`src/source/perf_pkg.sv`:
```
package perf_pkg;

	// class of a registered access, ACC_NONE when no request was present
	typedef enum logic [1:0] {
		ACC_NONE   = 2'd0,
		ACC_IREAD  = 2'd1,
		ACC_DREAD  = 2'd2,
		ACC_DWRITE = 2'd3
	} acc_kind_t;

	typedef union packed {
		logic [31:0]     word;
		logic [3:0][7:0] bytes;
	} data_word_u;

	typedef struct packed {
		logic        read_request;
		logic        write_request;
		logic [31:0] rw_address;
		logic [31:0] write_data;
		logic [3:0]  write_strobe;
	} core_req_t;

	typedef struct packed {
		logic l1i_miss;
		logic l1d_miss;
		logic l2_miss;
	} miss_flags_t;

	typedef struct packed {
		acc_kind_t   kind;
		logic [29:0] word_index;
		data_word_u  data;
		logic [3:0]  strobe;
		logic        strobe_ok;
		miss_flags_t miss;
	} access_t;

	// the order here is the order of the report frame
	typedef enum logic [2:0] {
		CNT_IREADS      = 3'd0,
		CNT_DREADS      = 3'd1,
		CNT_DWRITES     = 3'd2,
		CNT_BAD_STROBES = 3'd3,
		CNT_L1I_MISSES  = 3'd4,
		CNT_L1D_MISSES  = 3'd5,
		CNT_L2_MISSES   = 3'd6
	} counter_id_t;

	localparam int NUM_COUNTERS = 7;

	localparam logic [7:0] REPORT_SYNC = 8'hA5;

	localparam logic [3:0] STRB_BYTE0   = 4'b0001;
	localparam logic [3:0] STRB_BYTE1   = 4'b0010;
	localparam logic [3:0] STRB_BYTE2   = 4'b0100;
	localparam logic [3:0] STRB_BYTE3   = 4'b1000;
	localparam logic [3:0] STRB_HALF_LO = 4'b0011;
	localparam logic [3:0] STRB_HALF_HI = 4'b1100;
	localparam logic [3:0] STRB_WORD    = 4'b1111;

endpackage

```
`src/source/access_decode.sv`:
```
`timescale 1ns/1ps

module access_decode #(
	parameter logic [31:0] END_INST = 32'h11fd8
) (
	input  logic                  clk,
	input  logic                  arst_n,
	input  perf_pkg::core_req_t   req,
	input  perf_pkg::miss_flags_t miss,
	output perf_pkg::access_t     acc
);

	import perf_pkg::*;

	access_t acc_next;
	logic    strobe_legal;

	// only naturally aligned bytes, halfwords and full words are accepted
	always_comb begin
		case (req.write_strobe)
			STRB_BYTE0,
			STRB_BYTE1,
			STRB_BYTE2,
			STRB_BYTE3,
			STRB_HALF_LO,
			STRB_HALF_HI,
			STRB_WORD: strobe_legal = 1'b1;
			default:   strobe_legal = 1'b0;
		endcase
	end

	always_comb begin
		acc_next = '0;
		// writes into the instruction region still count as data writes
		if (req.write_request) begin
			acc_next.kind = ACC_DWRITE;
		end else if (req.read_request) begin
			if (req.rw_address <= END_INST) begin
				acc_next.kind = ACC_IREAD;
			end else begin
				acc_next.kind = ACC_DREAD;
			end
		end
		acc_next.word_index = req.rw_address[31:2];
		acc_next.data.word  = req.write_data;
		acc_next.strobe     = req.write_strobe;
		acc_next.strobe_ok  = req.write_request & strobe_legal;
		acc_next.miss       = miss;
	end

	always_ff @(posedge clk or negedge arst_n) begin
		if (!arst_n) begin
			acc <= '0;
		end else begin
			acc <= acc_next;
		end
	end

endmodule

```
`config.mk`:
```
export PLATFORM = sky130hd
export DESIGN_NAME = access_decode
export DESIGN_NICKNAME = d
export VERILOG_FILES = /design/src/source/perf_pkg.sv /design/src/source/access_decode.sv
export SDC_FILE = /design/constraint.sdc
export NUM_CORES = 1
export LEC_CHECK = 0
export ABC_AREA = 1
export BUFFER_PORTS_ARGS = -buffer_cell sky130_fd_sc_hd__buf_2
export CORE_UTILIZATION = 25
export DETAILED_ROUTE_END_ITERATION = 8
export MAX_ROUTING_LAYER = met4
export PLACE_DENSITY = 0.65
export SKIP_LAST_GASP = 1
export SLEW_MARGIN = 5
export SYNTH_ARGS = -nofsm -noshare
export SYNTH_HDL_FRONTEND = slang
export SYNTH_SLANG_ARGS = --single-unit
```
`constraint.sdc`:
```
create_clock -name clk -period 1 [get_ports clk]
set_input_delay 0.2 -clock clk [delete_from_list [all_inputs] [get_ports clk]]
set_output_delay 0.2 -clock clk [all_outputs]
set_load 0.02 [all_outputs]
```
==> run metrics <==
critical path endpoint category=output port; FF+latch area=~1800 um^2; Syn Nets=around 220; Max Cap Viol=0; Slew Viols, Final=0; multiplexer area fraction after synthesis=0%; CP delay by family, top=flip-flops; status=finished, violations left; DR vias/cell=just under 4; Final setup viols=about 70; failing checks=setup timing; hold_sp=req[52]; CTS Root Cell=clkbuf_8; Synth Area in Adders=0%; Pre-antenna DRT Iters=4; syn avg cell area=between 10 and 15 um^2; CP startpoint kind=register; Worst Tran Pin Value=0.2536 ns; Top Registers=acc: 72 flops; fin crit period=about 1.1 ns; Starting DRT DRC Count=10; DR DRC count=0; Die ar.=approximately 8800 um^2; met2 WL=~3200 um; largest family of logic cells by synthesized area=simple AND/OR/NAND/NOR gates; setup TNS=-2.893 ns; Leak=2.190 nW; max FFs per register=72; Worst slew margin=between 80% and 90%; largest fanout on the critical path=1; Setup crit start=acc[10]; pwr dens=around 1500 nW/um^2; Post-Syn Instances=146; Worst EP arrival=0.87 ns; post-synthesis instance area=around 2100 um^2; Detailed Route WL=between 6000 and 7000 um; crit path cell chain=buf_6; Synth Warn #=0; post-synthesis simple-gate area fraction=10.47%; Most flops, register=acc; cts bufs inserted=9; RSZ-0062 raised after global routing=true; Avg WL per Cell=about 13 um; post-CTS setup buffers=0; Hold Violations, Final=0; fin worst setup slack=-0.06831 ns; clock slew at reported path FFs=~0.070 ns; antenna violations before repair=0; Clock Path Buffers=2; IO Count=147; area grow syn2layout=107.3%; peak supply drop=between 0.6 and 0.7 mV; Tightest Hold Check Type=primary input to register; clock sink count=72; CP required=approximately 0.8 ns; cell row count=33; post-route ant nets=0; layout cells sized above 1=between 40% and 50%; PortBufs=approximately 150; global route overflow=0; uppermost layer routed=met4; Distinct cells, synth=12; post-synthesis compound-gate area fraction=1.005%; global-route wire length before repair=9280 um; fillers=686; Worst Path Buf+Inv=1; Die Ht=approximately 94 um; slowest CP cell=dfrtp_1; CTS H-tree depth=3; Final Cycle Share=106.8%; max incr delay on CP=approximately 0.4 ns; Die X-Extent=94.00 um; Post-Synth XOR/XNOR Area=0%; vias in the first global route=~2100; #FFs+latches synth=72; ant diodes=0; Met3 Routed Length=488 um; final instance area=4387 um^2; crit path to=acc[10]; area of the multi-input gates=between 200 and 250 um^2; DR vias=1897; post-DP HPWL=around 3800 um; placed inst area=3043 um^2; sequential area share after synthesis=a little under nine tenths; Nets=between 400 and 500; CP Depth=1; M1 wire length=around 2200 um; pin count of the biggest net entering global routing=37; Core Area=around 8200 um^2; Initial Utilization=between 20% and 30%; routability congestion estimate=slightly above 0.7; crit path kind=register to output port; CTS tree=built; gr usage total=between 10% and 20%; Fmax=936.1 MHz
power by group:
part	total (mW)	switching, mW	internal (mW)
registers	3.13	0.0736	3.06
logic	1.05	0.455	0.599
clock network	2.52	0.996	1.52
cell families (layout without fill, tap and decap cells):
family / after synthesis / after routing
AO/OA/AOI/OAI: 2 / 2
buffers and inverters: 19 / 252
flip-flops: 72 / 72
AND/OR/NAND/NOR: 53 / 53
layout by cell type (no fill, tap or decap):
cell           count
buf_2             73
dfrtp_1           72
buf_6             72
dlygate4sd3_1     67
nand2_1           27
inv_1             19
nor2_1            13
clkbuf_8          11
nand3_1            5
nor2_2             4
buf_4              4
bufinv_16          2
buf_12             2
nand2_2            1
o21ai_4            1
and2_0             1
nand4_1            1
a21oi_1            1
nor3_1             1
clkbuf_1           1
clkinv_2           1
cells in the mapped netlist (all sizes together):
cell    n  area [um^2]
nor3    1        5.000
and2    1        6.260
nand4   1        6.260
dfrtp  72         1802
o21ai   1        16.27
a21oi   1        5.000
nand3   5        25.02
inv    19        71.32
nand2  28        107.6
nor2   17        71.32
per-layer routing:
| layer | vias up | global-route usage (%) |
|---|---|---|
| met5 | - | - |
| met2 | 103 | 25.24 |
| met4 | 0 | 8.462 |
| li1 | 894 | - |
| met1 | 882 | 14.15 |
| met3 | 18 | 5.825 |
through the flow:
step / hold WS [ns] / util, % / std cells / total power, mW / setup WS [ns]
after floorplan: -0.09559 / - / 146 / 3.410 / 0.1437
after global placement: 0.1827 / 37.03 / 402 / 3.815 / -0.1452
after detailed placement: 0.1860 / 37.03 / 402 / 3.829 / -0.1224
after CTS: 0.06504 / 53.36 / 484 / 6.809 / -0.09194
after global routing: 0.06187 / 53.39 / 484 / 7.013 / -0.1076
final: 0.08883 / 53.39 / 484 / 6.709 / -0.06831
how the worst min path moves through the flow:
stage | to | cells after the start
6_report | acc[54] | 2
2_1_floorplan | acc[0] | 0
4_1_cts | acc[54] | 2
3_3_place_gp | acc[35] | 2
3_5_place_dp | acc[29] | 2
5_1_grt | acc[54] | 2
timing repair:
item / in CTS / in global routing
setup endpoints to repair: 72 / 73
hold buffers: 67 / 0
resized for setup: 144 / 1
cloned: 0 / 0
endpoints found under the hold margin: 138 / 0
cell type report:
class,instances,area share [%]
sequential,72,41.07
tap,105,2.995
clock buffer,12,3.537
inverter,19,1.626
clock inverter,3,1.483
multi-input combinational,55,5.590
timing repair buffer,218,43.70
(Power assumes the default switching activity.)
