<file path="src/source/perf_pkg.sv">
package perf_pkg;

	// class of a registered access, ACC_NONE when no request was present
	typedef enum logic [1:0] {
		ACC_NONE   = 2'd0,
		ACC_IREAD  = 2'd1,
		ACC_DREAD  = 2'd2,
		ACC_DWRITE = 2'd3
	} acc_kind_t;

	typedef union packed {
		logic [31:0]     word;
		logic [3:0][7:0] bytes;
	} data_word_u;

	typedef struct packed {
		logic        read_request;
		logic        write_request;
		logic [31:0] rw_address;
		logic [31:0] write_data;
		logic [3:0]  write_strobe;
	} core_req_t;

	typedef struct packed {
		logic l1i_miss;
		logic l1d_miss;
		logic l2_miss;
	} miss_flags_t;

	typedef struct packed {
		acc_kind_t   kind;
		logic [29:0] word_index;
		data_word_u  data;
		logic [3:0]  strobe;
		logic        strobe_ok;
		miss_flags_t miss;
	} access_t;

	// the order here is the order of the report frame
	typedef enum logic [2:0] {
		CNT_IREADS      = 3'd0,
		CNT_DREADS      = 3'd1,
		CNT_DWRITES     = 3'd2,
		CNT_BAD_STROBES = 3'd3,
		CNT_L1I_MISSES  = 3'd4,
		CNT_L1D_MISSES  = 3'd5,
		CNT_L2_MISSES   = 3'd6
	} counter_id_t;

	localparam int NUM_COUNTERS = 7;

	localparam logic [7:0] REPORT_SYNC = 8'hA5;

	localparam logic [3:0] STRB_BYTE0   = 4'b0001;
	localparam logic [3:0] STRB_BYTE1   = 4'b0010;
	localparam logic [3:0] STRB_BYTE2   = 4'b0100;
	localparam logic [3:0] STRB_BYTE3   = 4'b1000;
	localparam logic [3:0] STRB_HALF_LO = 4'b0011;
	localparam logic [3:0] STRB_HALF_HI = 4'b1100;
	localparam logic [3:0] STRB_WORD    = 4'b1111;

endpackage

</file>
<file path="src/source/report_serializer.sv">
`timescale 1ns/1ps

module report_serializer #(
	parameter int COUNT_WIDTH = 16
) (
	input  logic                                          clk,
	input  logic                                          arst_n,
	input  logic [perf_pkg::NUM_COUNTERS*COUNT_WIDTH-1:0] snapshot,
	input  logic                                          snap_load,
	input  logic                                          tx_busy,
	output logic [7:0]                                    tx_byte,
	output logic                                          tx_start,
	output logic                                          report_busy
);

	import perf_pkg::*;

	localparam int BYTES_PER = (COUNT_WIDTH + 7) / 8;
	localparam int NUM_BYTES = 1 + NUM_COUNTERS * BYTES_PER;
	localparam int IDX_W     = $clog2(NUM_BYTES);

	typedef enum logic [1:0] {
		ST_IDLE,
		ST_SEND,
		ST_WAIT
	} state_t;

	state_t             state_q;
	logic [IDX_W-1:0]   idx_q;
	logic [NUM_BYTES*8-1:0] frame;

	// sync byte first, then every counter padded to whole bytes, low byte first
	always_comb begin
		frame[7:0] = REPORT_SYNC;
		for (int c = 0; c < NUM_COUNTERS; c++) begin
			frame[8 + c*BYTES_PER*8 +: BYTES_PER*8] =
				(BYTES_PER*8)'(snapshot[c*COUNT_WIDTH +: COUNT_WIDTH]);
		end
	end

	always_ff @(posedge clk or negedge arst_n) begin
		if (!arst_n) begin
			state_q <= ST_IDLE;
			idx_q   <= '0;
		end else begin
			case (state_q)
				ST_IDLE: begin
					if (snap_load) begin
						idx_q   <= '0;
						state_q <= ST_SEND;
					end
				end
				ST_SEND: begin
					if (!tx_busy) begin
						state_q <= ST_WAIT;
					end
				end
				ST_WAIT: begin
					// tx_busy is already high the cycle after tx_start
					if (!tx_busy) begin
						if (idx_q == IDX_W'(NUM_BYTES - 1)) begin
							state_q <= ST_IDLE;
						end else begin
							idx_q   <= idx_q + 1'b1;
							state_q <= ST_SEND;
						end
					end
				end
				default: state_q <= ST_IDLE;
			endcase
		end
	end

	assign tx_byte     = frame[idx_q*8 +: 8];
	assign tx_start    = (state_q == ST_SEND) && !tx_busy;
	// snap_load covers the first cycle so busy rises right after report_start
	assign report_busy = (state_q != ST_IDLE) || snap_load;

endmodule

</file>
<file path="config.mk">
export PLATFORM = sky130hd
export DESIGN_NAME = report_serializer
export DESIGN_NICKNAME = d
export VERILOG_FILES = /design/src/source/perf_pkg.sv /design/src/source/report_serializer.sv
export SDC_FILE = /design/constraint.sdc
export NUM_CORES = 1
export LEC_CHECK = 0
export BUFFER_PORTS_ARGS = -buffer_cell sky130_fd_sc_hd__buf_2
export CAP_MARGIN = 20
export CORE_MARGIN = 5
export CORE_UTILIZATION = 40
export DETAILED_ROUTE_END_ITERATION = 8
export HOLD_SLACK_MARGIN = 0.12
export PLACE_DENSITY = 0.92
export SYNTH_ARGS = -nofsm -noshare
export SYNTH_HDL_FRONTEND = slang
export SYNTH_SLANG_ARGS = --single-unit
</file>
<file path="constraint.sdc">
create_clock -name clk -period 4.1 [get_ports clk]
set_clock_uncertainty 0.1 [all_clocks]
set_input_delay 0.41 -clock clk [delete_from_list [all_inputs] [get_ports clk]]
set_output_delay 0.41 -clock clk [all_outputs]
set_load 0.01 [all_outputs]
</file>
==> results.sh <==
export IMPL_viasPerCell=5.49
export IMPL_max_freq_ghz=0.337
export IMPL_dr_pass1_iters=4
export IMPL_yosys_cell_count_top_type="mux2i_1"
export IMPL_path_max_fanout=35
export IMPL_cts_resized=0
export IMPL_start_util_pct=42.0
export IMPL_path_cells="inv_1 -> nor2_1 -> a221oi_1 -> o31ai_1 -> buf_2"
export IMPL_required_ns=3.59
export IMPL_synth_edf_count=0
export IMPL_hp_class="input pin to flip-flop"
export IMPL_io_buffers=125
export IMPL_synth_top_cell_area_share_pct=15.5
export IMPL_grt_util_met3_pct=5.07
export IMPL_grt_pass1_vias=1703
export IMPL_grt_usage_pct=19.1
export IMPL_r2r_start="idx_q[0]"
export IMPL_drc=0
export IMPL_drt_wl_total_um=4870
export IMPL_gpl_final_weighted_congestion=0.822
export IMPL_synth_top_cells_by_area="mux2i_1, mux4_2, dfrtp_1"
export IMPL_die_h_um=69.6
export IMPL_route_vias_total=1674
export IMPL_synth_seq_cells=6
export IMPL_synth_distinct_cells=37
export IMPL_startpoint="idx_q[1]"
export IMPL_dp_cells=300
export IMPL_power_total_uw=796
export IMPL_fin_crit_sh_pct=72.3
export IMPL_rows=21
export IMPL_yosysSeqAreaShare_pct=10.6
export IMPL_status="finished, final reports clean"
export IMPL_io_pins=126
export IMPL_yosysWarnings=0
export IMPL_postSynth_asyncResetShare_pct=100
export IMPL_ant_nets=0
export IMPL_critical_path_buf_inv_count=2
export IMPL_power_density_nw_per_um2=394
export IMPL_cts_root_buf="clkbuf_4"
export IMPL_worstSetupStartpointType="flip-flop"
export IMPL_die_area_um2=4850
export IMPL_cpPeakStageDelay_ns=0.88
export IMPL_layout_drive_gt1_share_pct=56.8
export IMPL_grtUsageMet2_pct=35.1
export IMPL_slew_violations=0
export IMPL_setup_tns_ns=0
export IMPL_grt_util_met1_pct=21.8
export IMPL_drtIter0Drc=80
export IMPL_cts_buffer_depth=2
export IMPL_rsz0062_at_grt="no"
export IMPL_clk_pin_slew_worst_paths_ns=0.05
export IMPL_area_delta_synth_final_pct=42.1
export IMPL_grt_pass1_wl_um=7700
export IMPL_crit_type="flip-flop to output pin"
export IMPL_ctsHoldBuffers=1
export IMPL_post_route_min_period_ns=2.97
export IMPL_hold_slack_ns=0.354
export IMPL_yosys_most_used_dff="dfrtp_1"
export IMPL_diodes=0
export IMPL_cts_tree="built"
export IMPL_min_from="tx_busy"
export IMPL_netlist_top_cells_count="mux2i_1, a21oi_1, mux4_2"
export IMPL_cpMaxStageDelayCell="dfrtp_2"
export IMPL_ir_drop_mv=0.222
export IMPL_syn_avg_cell_area_um2=9.81
export IMPL_antenna_found_initial=0
export IMPL_cp_arrival_ns=2.46
export IMPL_fin_nets=378
export IMPL_grt_max_degree=44
export IMPL_syn_inst=145
export IMPL_grt_busiest_layer="met2"
export IMPL_die_w_um=69.6
export IMPL_p_leak_nw=0.889
export IMPL_cp_end_kind="output pin"
export IMPL_clock_sinks=6
export IMPL_setup_viol=0
export IMPL_slew_headroom_pct=30.4
export IMPL_hold_violations=0
export IMPL_grt_overflow=0
export IMPL_instances_no_fill=305
export IMPL_cp_top_family="flip-flops"
export IMPL_max_cap_viol_count=0
export IMPL_yosys_area_top_type="mux2i_1"
export IMPL_clkLatencyLatePin_ns=0.26
export IMPL_syn_nets=263
export IMPL_worstMarginPinSlew_ns=1.04
export IMPL_cts_setup_buffers=0
export IMPL_coreArea_um2=3390
export IMPL_cts_buffers=3
export IMPL_mappedNetlistArea_um2=1420
export IMPL_wl_per_cell_um=16.0
export IMPL_cts_htree_levels=1
export IMPL_dp_hpwl_um=3820
power by group:
| group | internal [mW] | switching, mW | leakage (nW) |
|---|---|---|---|
| registers | 0.0772 | 0.144 | 0.0771 |
| clock network | 0.0371 | 0.0248 | 0.0150 |
| logic | 0.322 | 0.192 | 0.797 |
| total | 0.436 | 0.361 | 0.889 |
worst min-delay path, stage by stage:
cell      delay, ns
buf_2          0.13
inv_1          0.06
o21bai_1       0.06
final timing paths:
check	depth (start not counted)	to	slack [ns]
worst min register to register	1	state_q[0]	0.48
worst max register to register	5	idx_q[3]	1.71
min in group asynchronous	2	state_q[0]	0.41
worst min-delay path	3	state_q[1]	0.35
max in group asynchronous	2	idx_q[3]	3.34
worst max-delay path	5	tx_byte[1]	1.13
registers in the layout, summed over array words and instances, names as in the netlist:
name / flops
idx_q: 4
state_q: 2
cell families after synthesis:
kind of cell,share of synthesized area [%]
AOI/OAI and AO/OA,27.0
buffers and inverters,10.7
adders and majority gates,1.76
and+or+nand+nor,11.0
muxes,39.0
DFF,10.6
metal layers:
| metal | vias up | share of wire (%) |
|---|---|---|
| li1 | 825 | - |
| met1 | 764 | 37 |
| met2 | 76 | 52 |
| met3 | 9 | 8.8 |
| met4 | 0 | 1.9 |
| met5 | - | 0 |
cell usage in the layout, fill, tap and decap left out, drive strengths merged, types with 4 or more instances in the layout:
cell type	n
buf	126
mux2i	22
mux4	12
a21oi	8
o211ai	8
inv	6
dfrtp	6
nor2b	5
o21ai	5
nand3b	5
a221o	4
o2bb2ai	4
nor3	4
a211oi	4
mux2	4
a221oi	4
o31ai	4
clkbuf	4
metrics by stage:
stage | setup slack, ns | util (%) | instance area [µm²]
finish | 1.13 | 59.7 | 2020
global route | 0.846 | 59.7 | 2020
detailed placement | 1.39 | 58.6 | 1990
floorplan | 2.19 | - | 1420
global placement | 1.51 | 58.6 | 1990
CTS | 1.11 | 59.7 | 2020
cell type report:
cell class                 instances  area (µm²)
timing repair buffer             127         643
sequential                         6         153
clock buffer                       4        26.3
fill                             304        1370
multi-input combinational        116        1120
inverter                           6        22.5
tap                               46        57.6
Note: power is estimated with default switching activity, not from simulation.
