### config.mk
export PLATFORM = sky130hd
export DESIGN_NAME = event_counters
export DESIGN_NICKNAME = d
export VERILOG_FILES = /design/src/source/perf_pkg.sv /design/src/source/event_counters.sv
export SDC_FILE = /design/constraint.sdc
export NUM_CORES = 1
export LEC_CHECK = 0
export BUFFER_PORTS_ARGS = -buffer_cell sky130_fd_sc_hd__buf_2
export CAP_MARGIN = 25
export CORE_UTILIZATION = 26
export CTS_CLUSTER_DIAMETER = 120
export CTS_CLUSTER_SIZE = 24
export DETAILED_ROUTE_END_ITERATION = 6
export PLACE_DENSITY = 0.46
export RECOVER_POWER = 100
export SLEW_MARGIN = 20
export SYNTH_ARGS = -nofsm -noshare
export SYNTH_HDL_FRONTEND = slang
export SYNTH_SLANG_ARGS = --single-unit
### constraint.sdc
create_clock -name clk -period 1.9 [get_ports clk]
set_input_delay 0.38 -clock clk [delete_from_list [all_inputs] [get_ports clk]]
set_output_delay 0.38 -clock clk [all_outputs]
set_load 0.005 [all_outputs]
### src/source/perf_pkg.sv
package perf_pkg;

	// class of a registered access, ACC_NONE when no request was present
	typedef enum logic [1:0] {
		ACC_NONE   = 2'd0,
		ACC_IREAD  = 2'd1,
		ACC_DREAD  = 2'd2,
		ACC_DWRITE = 2'd3
	} acc_kind_t;

	typedef union packed {
		logic [31:0]     word;
		logic [3:0][7:0] bytes;
	} data_word_u;

	typedef struct packed {
		logic        read_request;
		logic        write_request;
		logic [31:0] rw_address;
		logic [31:0] write_data;
		logic [3:0]  write_strobe;
	} core_req_t;

	typedef struct packed {
		logic l1i_miss;
		logic l1d_miss;
		logic l2_miss;
	} miss_flags_t;

	typedef struct packed {
		acc_kind_t   kind;
		logic [29:0] word_index;
		data_word_u  data;
		logic [3:0]  strobe;
		logic        strobe_ok;
		miss_flags_t miss;
	} access_t;

	// the order here is the order of the report frame
	typedef enum logic [2:0] {
		CNT_IREADS      = 3'd0,
		CNT_DREADS      = 3'd1,
		CNT_DWRITES     = 3'd2,
		CNT_BAD_STROBES = 3'd3,
		CNT_L1I_MISSES  = 3'd4,
		CNT_L1D_MISSES  = 3'd5,
		CNT_L2_MISSES   = 3'd6
	} counter_id_t;

	localparam int NUM_COUNTERS = 7;

	localparam logic [7:0] REPORT_SYNC = 8'hA5;

	localparam logic [3:0] STRB_BYTE0   = 4'b0001;
	localparam logic [3:0] STRB_BYTE1   = 4'b0010;
	localparam logic [3:0] STRB_BYTE2   = 4'b0100;
	localparam logic [3:0] STRB_BYTE3   = 4'b1000;
	localparam logic [3:0] STRB_HALF_LO = 4'b0011;
	localparam logic [3:0] STRB_HALF_HI = 4'b1100;
	localparam logic [3:0] STRB_WORD    = 4'b1111;

endpackage

### src/source/event_counters.sv
`timescale 1ns/1ps

module event_counters #(
	parameter int COUNT_WIDTH = 16
) (
	input  logic                                            clk,
	input  logic                                            arst_n,
	input  perf_pkg::access_t                               acc,
	input  logic                                            report_start,
	input  logic                                            report_busy,
	output logic [perf_pkg::NUM_COUNTERS*COUNT_WIDTH-1:0]   snapshot,
	output logic                                            snap_load
);

	import perf_pkg::*;

	logic [COUNT_WIDTH-1:0]  count_q [NUM_COUNTERS];
	logic [NUM_COUNTERS-1:0] hit;
	logic                    take_snap;

	// a miss flag only counts alongside an access of its own class
	always_comb begin
		hit                  = '0;
		hit[CNT_IREADS]      = (acc.kind == ACC_IREAD);
		hit[CNT_DREADS]      = (acc.kind == ACC_DREAD);
		hit[CNT_DWRITES]     = (acc.kind == ACC_DWRITE);
		hit[CNT_BAD_STROBES] = (acc.kind == ACC_DWRITE) && !acc.strobe_ok;
		hit[CNT_L1I_MISSES]  = (acc.kind == ACC_IREAD) && acc.miss.l1i_miss;
		hit[CNT_L1D_MISSES]  = ((acc.kind == ACC_DREAD) || (acc.kind == ACC_DWRITE))
			&& acc.miss.l1d_miss;
		hit[CNT_L2_MISSES]   = (acc.kind != ACC_NONE) && acc.miss.l2_miss;
	end

	always_ff @(posedge clk or negedge arst_n) begin
		if (!arst_n) begin
			for (int i = 0; i < NUM_COUNTERS; i++) begin
				count_q[i] <= '0;
			end
		end else begin
			for (int i = 0; i < NUM_COUNTERS; i++) begin
				if (hit[i] && (count_q[i] != {COUNT_WIDTH{1'b1}})) begin
					count_q[i] <= count_q[i] + COUNT_WIDTH'(1);
				end
			end
		end
	end

	assign take_snap = report_start && !report_busy;

	always_ff @(posedge clk) begin
		if (take_snap) begin
			for (int i = 0; i < NUM_COUNTERS; i++) begin
				snapshot[i*COUNT_WIDTH +: COUNT_WIDTH] <= count_q[i];
			end
		end
	end

	always_ff @(posedge clk or negedge arst_n) begin
		if (!arst_n) begin
			snap_load <= 1'b0;
		end else begin
			snap_load <= take_snap;
		end
	end

endmodule

==> results.md <==
Synthesis:
- The distinct cell type count of the synthesized netlist is 51.
- Of the total synthesized cell area, the portion taken by AND, OR, NAND and NOR gates is between 15 and 20%.
- The synthesized netlist devotes less than 1% of its cell area to adder and majority cells.
- By area the synthesized netlist is led by sky130_fd_sc_hd__edfxtp_1 (37%), sky130_fd_sc_hd__dfrtp_1 (31%), sky130_fd_sc_hd__xor2_1 (5.6%).
- The mean cell area of the mapped netlist is ~14 sq um.
- The synthesized design spends more area on one cell type than any other, namely sky130_fd_sc_hd__edfxtp_1.
- The fraction of registers with async set or reset after synthesis is 50.2%.
- The post-synthesis instance area is 0.00898 sq mm.
- The portion of synthesized cell area occupied by the leading cell type is 37.4%.
- The synthesized design contains 112 enable-type register cells.
- After synthesis, the largest family of logic cells by area is simple AND/OR/NAND/NOR gates.
- The portion of netlist area occupied by mux cells is under 10%.
- Sequential cells were found to cover between 60 and 70% of the synthesized design area.
- In the synthesized netlist, the number of instances is between 600 and 700.
- Among all flip-flop cells after synthesis, the most frequent one is sky130_fd_sc_hd__dfrtp_1.
- The Yosys warning count is 0.
- The XOR/XNOR share of the synthesized area is 7.60%.
- Summing the areas of all compound-gate instances in the mapped netlist gives approximately 3.7% of the synthesized area.
- The synthesized netlist net count is 720.
- The flip-flop and latch count after synthesis is 225.

Worst hold path:
- The class of the tightest hold or removal check is in2reg.

Setup path:
- The critical path goes through nand4_1 > or3_1 > nor4_1 > xor2_1.
- The worst path arrival time is 2.21 ns.
- The maximum fanout encountered on the critical timing path is 6.
- The critical-path cell with the highest stage delay is sky130_fd_sc_hd__dfrtp_1.
- In this design, the stage delay of the slowest critical-path cell is 0.46 ns.
- The type of the setup path with the least slack is reg2reg.
- STA puts the critical path data required time at roughly 2.3 ns.
- The type of origin of the critical path is a flop.
- STA classifies the critical path endpoint as a flop.

Clocking:
- The number of sinks on the clock net is 225.
- The H-tree depth is 1.
- No sink is reached through more buffers than the 3 on the longest clock path.
- Clock latency on the worst-skew pair, taken at its later pin, is 0.49 ns.
- The clock buffer count from CTS is 13.
- The buffer type at the clock tree root is sky130_fd_sc_hd__clkbuf_16.
- The TritonCTS clock tree is done.
- Clock-pin slew was measured on the worst setup and hold paths at 0.10 ns.

Timing:
- The transition time at the pin with the least slew margin is around 1.1 ns.
- The number of endpoints with negative hold slack in the final report is 0.
- The clock arrives with 0.0216 ns of skew.
- The post-route clock period utilization is a little over nine tenths.
- Setup violations remaining at the end of the flow were counted as 0.
- The setup TNS is 0 ns.
- The count of pins over their slew limit was 0.
- Subtracting the final worst setup slack from the clock period gives 1.79 ns.
- Based on the critical path, the design can be clocked at up to 559 MHz.
- In this run the tightest slew margin relative to its limit is 28.6%.
- Setup repair after global routing left no endpoint under its margin.

Flow run:
- The number of violations of the max-capacitance limit is 0.

Drt:
- Summed over all layers, the routed wires come to 18600 um.
- The DRC violation count after routing is 0.
- The mean number of vias per cell is ~4.4.
- The total vias in the final route is 5698.
- The remaining antenna violation count after routing is 0.
- Before antenna repair, the detailed router went through 4 iterations.
- The average wire per standard cell is 14.5 um.
- The number of violations reported at the end of detailed-routing iteration 0 is 218.

GRT:
- The number of global-route vias before repair is roughly 5600.
- The met3 global-route usage is between 2 and 2.5%.
- The peak-usage layer in the global routing report is met2.
- The maximum number of pins on one net before global-route repair is 56.
- Summed over all layers, the global routing overflow is 0.
- The number of antenna violations at the first check in global routing was 0.
- Global routing consumed, on the met2 layer, 16.8% of the routing resources.
- The total global routing track utilization is 10.5%.
- The met1 track utilization from global routing is 14.4%.
- The first global-routing pass estimated 30200 um of wire.

Floorplanning:
- The number of top-level pins is approximately 190.
- The initialized floorplan defines 67 standard-cell rows.
- The floorplan step defined a core boundary enclosing ~0.034 sq mm.
- The floorplan step defined a die boundary enclosing 0.0353 sq mm.
- The overall die width is approximately 190 um.
- The vertical die dimension is 188 um.
- The initial utilization of the core area, before any placement, comes to 26.6%.

Final layout:
- The fraction of final layout cells sized beyond drive strength 1 is 19.0%.
- Fill cells in the final layout number 3445.
- The number of antenna cells inserted is 0.
- Excluding fillers, the count of instances in the completed layout stands at 1284.
- Measured on the finished design, the core utilization comes to roughly 32%.
- The final layout contains 913 nets.
- Compared with the post-synthesis result, the final layout area differs by 21.4%.

Status:
- The run finished with clean final reports.

Placed design:
- Routability-driven placement finished with a final weighted congestion of 0.767.
- The total instance count after detailed placement is 1260.
- Port buffering added 122 buffers.
- After legalization and detailed placement, the total HPWL measured 12800 um.

Power and ir drop:
- The ratio of total power to cell area is 991 mW/mm^2.
- The worst vdd rail ir drop is approximately 0.48 mV.
- The leakage power is between 4 and 5 nW.
- The total power consumption of the routed design is 10.8 mW.
[stage by stage]
step / worst slack [ns] / hold WS, ns / instance area [sq um]
6_report: 0.112 / 0.341 / 10900
5_1_grt: 0.00944 / 0.365 / 10900
4_1_cts: 0.00567 / 0.254 / 11000
3_5_place_dp: -0.138 / 0.252 / 10700
3_3_place_gp: -0.101 / 0.254 / 10700
2_1_floorplan: -0.606 / 0.0844 / 8990
[critical path, delay by kind of cell, from the launching register on]
family | cells | cell delay (ns)
DFF | 1 | 0.46
xor gates and xnor gates | 1 | 0.17
and+or+nand+nor | 3 | 1.08
[synthesized netlist by cell type, types with 2 or more instances]
library cell / count
sky130_fd_sc_hd__inv_1: 7
sky130_fd_sc_hd__nor4b_1: 3
sky130_fd_sc_hd__a211oi_1: 3
sky130_fd_sc_hd__clkbuf_1: 5
sky130_fd_sc_hd__nand2b_1: 7
sky130_fd_sc_hd__a2111oi_0: 2
sky130_fd_sc_hd__nand3_1: 35
sky130_fd_sc_hd__or3_1: 6
sky130_fd_sc_hd__nor4_2: 2
sky130_fd_sc_hd__nand4_1: 31
sky130_fd_sc_hd__a31oi_1: 7
sky130_fd_sc_hd__o21a_1: 2
sky130_fd_sc_hd__o31ai_1: 5
sky130_fd_sc_hd__o21ai_0: 10
sky130_fd_sc_hd__and2_1: 7
sky130_fd_sc_hd__mux2i_1: 3
sky130_fd_sc_hd__mux2_2: 15
sky130_fd_sc_hd__a41oi_1: 3
sky130_fd_sc_hd__edfxtp_1: 112
sky130_fd_sc_hd__a21oi_1: 19
sky130_fd_sc_hd__nand2_1: 44
sky130_fd_sc_hd__xnor2_1: 21
sky130_fd_sc_hd__or2_2: 2
sky130_fd_sc_hd__and4_1: 10
sky130_fd_sc_hd__nor2_1: 15
sky130_fd_sc_hd__ha_1: 7
sky130_fd_sc_hd__nor2b_1: 2
sky130_fd_sc_hd__nor3_1: 26
sky130_fd_sc_hd__xor2_1: 57
sky130_fd_sc_hd__dfrtp_1: 113
sky130_fd_sc_hd__or4_1: 2
sky130_fd_sc_hd__buf_4: 2
sky130_fd_sc_hd__nor4_1: 17
sky130_fd_sc_hd__nor4_4: 2
sky130_fd_sc_hd__and3_1: 12
sky130_fd_sc_hd__nor3b_1: 6
[final cells by class]
cell class	count	area (sq um)	share of cell area [%]
flip-flops and latches	225	6190	56.8
multi-input cells	397	2760	25.3
repair buffers	186	1000	9.16
well taps	448	561	5.14
clock buffers	20	352	3.22
inverters	7	26.3	0.241
clock inverters	1	16.3	0.149
[state kept, by name (all words and copies together) (netlist names)]
name	flops
count_q	112
snap_load	1
snapshot	112
[path summary, 6_finish.rpt]
| check | start | end | slack, ns | cells past startpoint |
|---|---|---|---|---|
| max in group asynchronous | arst_n | count_q[101] | 0.41 | 3 |
| min in group asynchronous | arst_n | count_q[22] | 0.48 | 2 |
| worst max-delay path | count_q[41] | count_q[47] | 0.11 | 4 |
| worst min register to register | count_q[106] | count_q[106] | 0.50 | 1 |
| worst max register to register | count_q[41] | count_q[47] | 0.11 | 4 |
| worst min-delay path | acc[0] | count_q[4] | 0.34 | 4 |
[routing by layer]
metal  vias up  wire (um)  share of wire (%)
li1       2794          -                  -
met1      2790       8810                 47
met2        99       8510                 46
met3        15        795                4.3
met4         0        446                2.4
met5         -          0                  0
[cell families after synthesis]
logic type	Yosys count
adders and majority gates	7
DFF	225
xor gates and xnor gates	78
AOI/OAI and AO/OA	54
buffers and inverters	15
muxes	18
and+or+nand+nor	240
[power by group]
group | leakage, nW | internal, mW | switching, mW
sequential | 2.59 | 5.88 | 0.591
combinational | 1.68 | 0.648 | 0.776
clock | 0.176 | 1.31 | 1.60
total | 4.44 | 7.84 | 2.97
[cell usage in the layout, fill, tap and decap left out, types with 10 or more instances in the layout]
cell type / n
sky130_fd_sc_hd__clkbuf_16: 13
sky130_fd_sc_hd__o21ai_0: 10
sky130_fd_sc_hd__nor4_1: 15
sky130_fd_sc_hd__xor2_1: 57
sky130_fd_sc_hd__edfxtp_1: 112
sky130_fd_sc_hd__buf_4: 29
sky130_fd_sc_hd__and4_1: 10
sky130_fd_sc_hd__nand4_1: 31
sky130_fd_sc_hd__nor3_1: 25
sky130_fd_sc_hd__buf_2: 70
sky130_fd_sc_hd__xnor2_1: 21
sky130_fd_sc_hd__nand2_1: 44
sky130_fd_sc_hd__a21oi_1: 19
sky130_fd_sc_hd__dfrtp_1: 111
sky130_fd_sc_hd__nand3_1: 35
sky130_fd_sc_hd__and3_1: 12
sky130_fd_sc_hd__mux2_2: 15
sky130_fd_sc_hd__nor2_1: 15
sky130_fd_sc_hd__clkbuf_1: 82
[timing repair]
action                                 in CTS  in global routing
endpoints found under the hold margin      10                  0
resized for setup                           0                 10
setup endpoints to repair                   0                  8
setup buffers                               0                  2
hold buffers                                1                  0
(Power assumes the default switching activity.)
