[src/source/uart_tx.sv]
`timescale 1ns/1ps

module uart_tx #(
	parameter int CLKS_PER_BIT = 4
) (
	input  logic       clk,
	input  logic       arst_n,
	input  logic [7:0] din,
	input  logic       tx_start,
	output logic       tx_busy,
	output logic       tx
);

	localparam int CW = (CLKS_PER_BIT > 1) ? $clog2(CLKS_PER_BIT) : 1;

	logic [CW-1:0] clk_cnt;
	logic [3:0]    bit_cnt;
	logic [9:0]    shift_q;

	always_ff @(posedge clk or negedge arst_n) begin
		if (!arst_n) begin
			tx_busy <= 1'b0;
			clk_cnt <= '0;
			bit_cnt <= '0;
			shift_q <= '1;
		end else if (!tx_busy) begin
			if (tx_start) begin
				// stop bit, data LSB first, start bit
				shift_q <= {1'b1, din, 1'b0};
				tx_busy <= 1'b1;
				clk_cnt <= '0;
				bit_cnt <= '0;
			end
		end else if (clk_cnt == CW'(CLKS_PER_BIT - 1)) begin
			clk_cnt <= '0;
			shift_q <= {1'b1, shift_q[9:1]};
			if (bit_cnt == 4'd9) begin
				tx_busy <= 1'b0;
			end else begin
				bit_cnt <= bit_cnt + 4'd1;
			end
		end else begin
			clk_cnt <= clk_cnt + 1'b1;
		end
	end

	// ones shift in behind the frame so the line idles high
	assign tx = shift_q[0];

endmodule

[config.mk]
export PLATFORM = sky130hd
export DESIGN_NAME = uart_tx
export DESIGN_NICKNAME = d
export VERILOG_FILES = /design/src/source/uart_tx.sv
export SDC_FILE = /design/constraint.sdc
export NUM_CORES = 1
export LEC_CHECK = 0
export BUFFER_PORTS_ARGS = -buffer_cell sky130_fd_sc_hd__buf_2
export CORE_ASPECT_RATIO = 0.8
export CORE_MARGIN = 4
export CORE_UTILIZATION = 45
export DETAILED_ROUTE_END_ITERATION = 12
export GPL_TIMING_DRIVEN = 0
export PLACE_DENSITY = 0.65
export SLEW_MARGIN = 10
export SYNTH_ARGS = -nofsm -noshare
export SYNTH_HDL_FRONTEND = slang
export SYNTH_SLANG_ARGS = --single-unit
export TNS_END_PERCENT = 100
[constraint.sdc]
create_clock -name clk -period 4.2 [get_ports clk]
set_clock_uncertainty 0.15 [all_clocks]
set_input_delay 0 -clock clk [delete_from_list [all_inputs] [get_ports clk]]
set_output_delay 0 -clock clk [all_outputs]
set_load 0.005 [all_outputs]
==> results.json, run 1 <==
{
  "outcome": "finished clean",
  "synth_edf_count": 0,
  "async_reset_ff_frac": 1.00,
  "synth_top_flop_cell": "sky130_fd_sc_hd__dfstp_2",
  "cp-end-kind": "flop",
  "setup_viol": 0,
  "final_net_count": 123,
  "worstPathMaxFanout": 5,
  "syn_avg_cell_area_um2": 11.0,
  "synth_top_cell_area_share": 0.268,
  "path_cells": "ha_1 > and4b_4 > nor3b_4 > mux2_4",
  "port-buffer-count": 12,
  "cap_violations": 0,
  "floorplan.io_pins": 13,
  "min_period_ns": 1.72,
  "number_of_global_route_vias_before_repair": 635,
  "ir_drop_uv": 325,
  "multi_input_comb_area_um2": 432,
  "ant_nets": 0,
  "grt_util_all_layers": 0.152,
  "row_count": 14,
  "die_outline_area_um2": 2740,
  "detailedRoute.firstPassIterationCount": 4,
  "cts-htree-levels": 1,
  "ctsRootBufferMaster": "sky130_fd_sc_hd__clkbuf_4",
  "filler_cell_count": 167,
  "post_cts_resize_count": 0,
  "ys_ff_latch": 16,
  "synth_warnings": 0,
  "grt_pass1_wl_mm": 3.00,
  "crit_path_launch_type": "flop",
  "detail_route.iter0.violations": 11,
  "clock_tree_from_tritoncts": "done",
  "arrival_time_worst_endpoint_ns": 1.75,
  "max_stage_delay_ns": 0.43,
  "syn-num-nets": 94,
  "cts-root-to-sink-buffers": 2,
  "max_slew.worst_pin.slew_ns": 0.485,
  "vias_per_cell": 5.27,
  "layout_worst_path_cycle_share": 0.409,
  "place.detailed.hpwl_mm": 1.17,
  "post_synth_main_area_contributors": "sky130_fd_sc_hd__dfstp_2 (27%), sky130_fd_sc_hd__dfrtp_1 (20%), sky130_fd_sc_hd__mux2i_1 (9.1%)",
  "synth_area_um2": 883,
  "critical-path-slowest-cell": "sky130_fd_sc_hd__dfrtp_1",
  "path_class": "flop to flop",
  "grt-ovfl-total": 0,
  "maxClockFrequency_mhz": 582,
  "layout-drive-gt1-share": 0.306,
  "placed_area_um2": 973,
  "power_leakage_nw": 0.470,
  "largest_net_degree_at_the_start_of_global_routing": 15,
  "initial_utilization": 0.471,
  "holdCritPathClass": "flop to flop",
  "synthesized_instance_count": 80,
  "die_w_um": 57.5,
  "fp.coreArea_um2": 1870,
  "grt_setup_unrepaired": "false",
  "netlist-cell-type-count": 24,
  "dr_total_vias": 696,
  "layout.cell_area.non_filler_um2": 1120,
  "area.sequential_um2": 412,
  "sequential_fraction_of_the_synthesis_area": 0.466,
  "source_to_sink_clock_delay_at_the_later_pin_of_the_worst_skew_pair_ns": 0.29,
  "hold_ws_ns": 0.359,
  "area.growth.synth_to_final_pct": 26.8,
  "fin_tns_setup_ns": 0,
  "antenna_cells": 0,
  "gp_routability_congestion": 0.660,
  "normalized_max_slew_margin": 0.677,
  "numCtsBuffers": 3,
  "post_synth_most_frequent_cells": "sky130_fd_sc_hd__a21oi_1 (9), sky130_fd_sc_hd__dfstp_2 (9), sky130_fd_sc_hd__mux2i_1 (8), sky130_fd_sc_hd__nor2b_1 (8)",
  "final_report_max_slew_violation_count": 0,
  "dieHeight_um": 47.6,
  "clkSinkCount": 16,
  "routed_wirelength_mm": 1.75,
  "post_cts_setup_buffers": 0,
  "power_density_nw_per_um2": 668,
  "synth_area_leader_cell": "sky130_fd_sc_hd__dfstp_2",
  "hold_viol": 0,
  "drcViolationCount": 0,
  "antenna_found_initial": 0,
  "path_clk_slew_ns": 0.09,
  "cp_data_required_time_ns": 4.23,
  "wire_per_inst_um": 13.3
}
==> where the power goes <==
group	switching, W	total, W	internal [W]
clock network	0.0000467	0.0000836	0.0000369
registers	0.0000521	0.000308	0.000256
logic	0.000163	0.000356	0.000193
total	0.000262	0.000748	0.000486
==> through the flow <==
step	instances	util	power, W	setup slack (ns)
floorplan	80	-	0.000583	2.57
CTS	132	0.597	0.000758	2.47
global placement	116	0.519	0.000651	2.49
detailed placement	116	0.519	0.000661	2.49
finish	132	0.597	0.000748	2.48
global route	132	0.597	0.000818	2.37
==> critical path, delay by kind of cell, from the launching register on <==
kind / cells / cell delay [ns]
muxes: 1 / 0.32
DFF: 1 / 0.43
and+or+nand+nor: 2 / 0.48
adders and majority gates: 1 / 0.23
==> cells in the final DEF (no fill, tap or decap) <==
master	count
sky130_fd_sc_hd__dfrtp_1	7
sky130_fd_sc_hd__nand2_1	3
sky130_fd_sc_hd__a211oi_1	7
sky130_fd_sc_hd__dfstp_2	9
sky130_fd_sc_hd__o21ai_0	1
sky130_fd_sc_hd__and4b_4	1
sky130_fd_sc_hd__nand3_1	4
sky130_fd_sc_hd__buf_2	14
sky130_fd_sc_hd__nand2b_1	2
sky130_fd_sc_hd__dlygate4sd3_1	12
sky130_fd_sc_hd__o221ai_1	1
sky130_fd_sc_hd__mux2i_1	8
sky130_fd_sc_hd__nor3b_4	1
sky130_fd_sc_hd__a21oi_1	9
sky130_fd_sc_hd__o22ai_1	1
sky130_fd_sc_hd__clkbuf_4	3
sky130_fd_sc_hd__a22o_1	2
sky130_fd_sc_hd__mux2_4	1
sky130_fd_sc_hd__buf_6	1
sky130_fd_sc_hd__clkbuf_1	3
sky130_fd_sc_hd__o22a_1	1
sky130_fd_sc_hd__nor2_2	1
sky130_fd_sc_hd__mux2_2	2
sky130_fd_sc_hd__inv_1	3
sky130_fd_sc_hd__nor2b_1	8
sky130_fd_sc_hd__ha_1	3
==> registers in the layout (all words and copies together) (netlist names) <==
register and cells:
clk_cnt 2, tx_busy 1, shift_q 9, bit_cnt 4
==> area by class of cell <==
class / count / share of cell area
Buffer: 5 / 0.0257
Multi-Input combinational cell: 56 / 0.385
Clock buffer: 4 / 0.0235
Sequential cell: 16 / 0.368
Inverter: 3 / 0.0101
Timing Repair Buffer: 24 / 0.161
Tap cell: 24 / 0.0268
==> path summary, 6_finish.rpt <==
kind	from	endpoint	slack, ns	cells past startpoint
max reg2reg	bit_cnt[0]	bit_cnt[0]	2.48	4
max in group asynchronous	arst_n	clk_cnt[1]	2.50	4
max	bit_cnt[0]	bit_cnt[0]	2.48	4
min	clk_cnt[0]	clk_cnt[0]	0.36	1
min reg2reg	clk_cnt[0]	clk_cnt[0]	0.36	1
min in group asynchronous	arst_n	bit_cnt[0]	0.51	3
==> metal layers <==
metal / GRT usage / vias to the layer above / part of all wire
met5: 0 / - / 0
li1: - / 347 / -
met2: 0.223 / 11 / 0.43
met1: 0.208 / 336 / 0.51
met4: 0.0556 / 0 / 0.014
met3: 0.0566 / 2 / 0.051
==> logic make-up after synthesis <==
| group | after synthesis | share of synthesized area |
|---|---|---|
| AND/OR/NAND/NOR | 20 | 0.150 |
| adder cells (fa/ha/maj) | 3 | 0.0425 |
| AO/OA/AOI/OAI | 22 | 0.163 |
| flip-flops | 16 | 0.466 |
| buffers and inverters | 8 | 0.0453 |
| multiplexers | 11 | 0.133 |
==> repair_timing <==
action,4_1_cts,5_1_grt
hold buffers,12,0
hold endpoints to repair,25,0
endpoints found under the setup margin,0,0
Power figures use the tool's default switching activity.
==> inputs of run 2 (changes only) <==
--- a/config.mk
+++ b/config.mk
@@ -5,13 +5,14 @@
 export SDC_FILE = /design/constraint.sdc
 export NUM_CORES = 1
 export LEC_CHECK = 0
+export ABC_AREA = 1
 export BUFFER_PORTS_ARGS = -buffer_cell sky130_fd_sc_hd__buf_2
 export CORE_ASPECT_RATIO = 0.8
 export CORE_MARGIN = 4
 export CORE_UTILIZATION = 45
 export DETAILED_ROUTE_END_ITERATION = 12
 export GPL_TIMING_DRIVEN = 0
-export PLACE_DENSITY = 0.65
+export PLACE_DENSITY = 0.66
 export SLEW_MARGIN = 10
 export SYNTH_ARGS = -nofsm -noshare
 export SYNTH_HDL_FRONTEND = slang
==> constraint.sdc (replaced) <==
create_clock -name clk -period 1.7 [get_ports clk]
set_clock_uncertainty 0.15 [all_clocks]
set_input_delay 0 -clock clk [delete_from_list [all_inputs] [get_ports clk]]
set_output_delay 0 -clock clk [all_outputs]
set_load 0.005 [all_outputs]
==> run 2 against run 1 <==
  * Die area decreased by 6.1%
  * The flow now finishes with violations (negative hold slack)
  * Core utilization increased by 3.1 points
  * First-iteration DRC count increased by 27%
  * Via count is 4.2% lower
  * Sequential share of layout area rose by 2.3 points
  * Total power increased by 120%
  * Clock-buffer cell count is the same
  * Register-to-register slack got worse by 2.4 ns
  * Sequential power increased by 130%
  * Critical path type unchanged
  * Final area down 5.9%
  * Routed wire length shrank 15%
  * Maximum frequency grew 9.4%
  * Largest power group is now sequential cells
==> results.json, run 2 <==
{
  "outcome": "complete, but fails checks",
  "violated_checks": "negative hold slack",
  "dieHeight_um": 46.2,
  "grt-ovfl-total": 0,
  "dr_total_vias": 667,
  "hold_viol": 7,
  "floorplan.io_pins": 13,
  "place.detailed.hpwl_mm": 1.11,
  "critical-path-slowest-cell": "sky130_fd_sc_hd__dlygate4sd3_1",
  "post_cts_setup_buffers": 0,
  "syn-num-nets": 104,
  "setup.worst_path.start": "tx_busy",
  "die_outline_area_um2": 2570,
  "source_to_sink_clock_delay_at_the_later_pin_of_the_worst_skew_pair_ns": 0.29,
  "layout-drive-gt1-share": 0.308,
  "ys_ff_latch": 16,
  "final_critical_path_setup_slack_ns": 0.130,
  "ctsRootBufferMaster": "sky130_fd_sc_hd__clkbuf_4",
  "final_net_count": 132,
  "post-synth-top-count-cell": "sky130_fd_sc_hd__nand2_1",
  "vias_per_cell": 4.80,
  "path_class": "flop to flop",
  "synth_area_leader_cell": "sky130_fd_sc_hd__dfstp_2",
  "cp-end-kind": "flop",
  "detailedRoute.firstPassIterationCount": 4,
  "cts-root-to-sink-buffers": 2,
  "antenna_found_initial": 0,
  "netlist-cell-type-count": 22,
  "power_density_nw_per_um2": 1530,
  "synth_warnings": 0,
  "top_regs": "shift_q (9), bit_cnt (4), clk_cnt (2)",
  "hold_ws_ns": -0.0154,
  "largest_register_ff_count": 9,
  "max_flop_register": "shift_q",
  "drcViolationCount": 0,
  "wire_per_inst_um": 10.7,
  "cts-htree-levels": 1,
  "number_of_global_route_vias_before_repair": 628,
  "grt_pass1_wl_mm": 2.77,
  "routed_wirelength_mm": 1.49,
  "initial_utilization": 0.489,
  "launching_point_of_the_worst_reg2reg_path": "tx_busy",
  "cap_violations": 0,
  "fin_tns_setup_ns": 0,
  "largest_net_degree_at_the_start_of_global_routing": 17,
  "clock_tree_from_tritoncts": "done",
  "synth_top_cell_area_share": 0.289,
  "async_reset_ff_frac": 1.00,
  "grt_util_all_layers": 0.144,
  "grt_setup_unrepaired": "false",
  "dpl_worst_slack_ns": 0.325,
  "post_synth_main_area_contributors": "sky130_fd_sc_hd__dfstp_2 (29%), sky130_fd_sc_hd__dfrtp_1 (21%), sky130_fd_sc_hd__nand2_1 (11%)",
  "crit_path_launch_type": "flop",
  "cp_data_required_time_ns": 1.77,
  "reg2reg_setup_slack_ns": 0.13,
  "power_leakage_nw": 0.493,
  "worstPathMaxFanout": 7,
  "post_synth_most_frequent_cells": "sky130_fd_sc_hd__nand2_1 (23), sky130_fd_sc_hd__dfstp_2 (9), sky130_fd_sc_hd__nand3_1 (8)",
  "synth_edf_count": 0,
  "holdCritPathClass": "input pin to asynchronous set/reset pin",
  "fp.coreArea_um2": 1680,
  "max_stage_delay_ns": 0.55,
  "setup_viol": 0,
  "final_common_cell": "sky130_fd_sc_hd__nand2_1",
  "area.growth.synth_to_final_pct": 28.5,
  "max_slew.worst_pin.slew_ns": 0.352,
  "number_of_cells_on_the_worst_reg_to_reg_path": 5,
  "maxClockFrequency_mhz": 637,
  "clkSinkCount": 16,
  "highest_count_cells_in_the_layout_ignoring_fill_and_taps": "sky130_fd_sc_hd__nand2_1 (23), sky130_fd_sc_hd__buf_2 (13), sky130_fd_sc_hd__dlygate4sd3_1 (11)",
  "antenna_cells": 0,
  "synthesized_instance_count": 90,
  "ir_drop_uv": 895,
  "final_report_max_slew_violation_count": 0,
  "layout_worst_path_cycle_share": 0.924,
  "path_cells": "inv_2 > nand2_2 > nor2_1 > dlygate4sd3_1 > a21oi_1",
  "path_clk_slew_ns": 0.10,
  "sequential_fraction_of_the_synthesis_area": 0.502,
  "gp_routability_congestion": 0.755,
  "port-buffer-count": 12,
  "die_w_um": 55.7,
  "synth_area_um2": 820,
  "ant_nets": 0,
  "syn_avg_cell_area_um2": 9.11,
  "row_count": 13,
  "synth_top_flop_cell": "sky130_fd_sc_hd__dfstp_2",
  "normalized_max_slew_margin": 0.766,
  "arrival_time_worst_endpoint_ns": 1.64,
  "worstReg2RegEnd": "shift_q[8]",
  "min_period_ns": 1.57,
  "detail_route.iter0.violations": 14,
  "numCtsBuffers": 3
}
-- run 2: changes by cell type after synthesis, moves of 4 or more --
cell                       before  now
sky130_fd_sc_hd__nand2_1        3   23
sky130_fd_sc_hd__nor2b_1        8    0
sky130_fd_sc_hd__o21a_1         0    6
sky130_fd_sc_hd__nand3_1        4    8
sky130_fd_sc_hd__mux2i_1        8    0
sky130_fd_sc_hd__o21ai_1        0    6
sky130_fd_sc_hd__nor2_1         0    4
sky130_fd_sc_hd__a211oi_1       7    0
sky130_fd_sc_hd__a21oi_1        9    2
-- run 2: critical path: cells and delay by family, from the launching register on --
family / cells / cell delay, ns
AND/OR/NAND/NOR: 2 / 0.14
AO/OA/AOI/OAI: 1 / 0.12
flip-flops: 1 / 0.48
buffers and inverters: 2 / 0.62
-- run 2: where the power goes --
group	internal, W	switching, W	leakage, nW
logic	0.000292	0.000340	0.294
clock network	0.000131	0.000124	0.0210
registers	0.000610	0.000113	0.178
total	0.00103	0.000577	0.493
-- run 2: routing by layer --
layer  track usage  wire, µm  vias to the layer above
met3        0.0672       109                        3
met2         0.231       634                       16
li1              -         -                      349
met5             0         0                        -
met1         0.174       731                      299
met4        0.0485        10                        0
-- run 2: stage by stage --
stage / utilization / area, µm² / power (W) / cells
6_report: 0.629 / 1050 / 0.00161 / 139
5_1_grt: 0.629 / 1050 / 0.00177 / 139
4_1_cts: 0.629 / 1050 / 0.00163 / 139
3_5_place_dp: 0.541 / 907 / 0.00135 / 124
3_3_place_gp: 0.541 / 907 / 0.00133 / 124
2_1_floorplan: - / 820 / 0.00120 / 90
-- run 2: final cells by class --
cell class              count  area (µm²)
plain buffers               3        27.5
clock buffers               4        36.3
fillers                   143         622
inverters                   7        26.3
multi-input cells          64         354
flip-flops and latches     16         412
well taps                  22        27.5
repair buffers             23         170
-- run 2: kinds of logic after synthesis --
group / count (synthesis) / share of synthesized area
buf+inv: 10 / 0.0656
xor+xnor: 1 / 0.0107
compound gates: 16 / 0.119
fa+ha+maj: 3 / 0.0458
flops: 16 / 0.502
simple gates: 44 / 0.256
-- run 2: how the worst max path moves through the flow --
stage	endpoint	slack [ns]	cells past startpoint
after global placement	bit_cnt[3]	0.34	6
after global routing	shift_q[8]	0.05	5
after CTS	shift_q[8]	0.13	5
after detailed placement	bit_cnt[3]	0.32	6
final	shift_q[8]	0.13	5
after floorplan	bit_cnt[3]	0.42	6
-- run 2: what timing repair did --
action | in CTS | in global routing
hold endpoints to repair | 28 | 0
setup endpoints to repair | 0 | 0
resized for setup | 0 | 0
hold buffers | 11 | 0
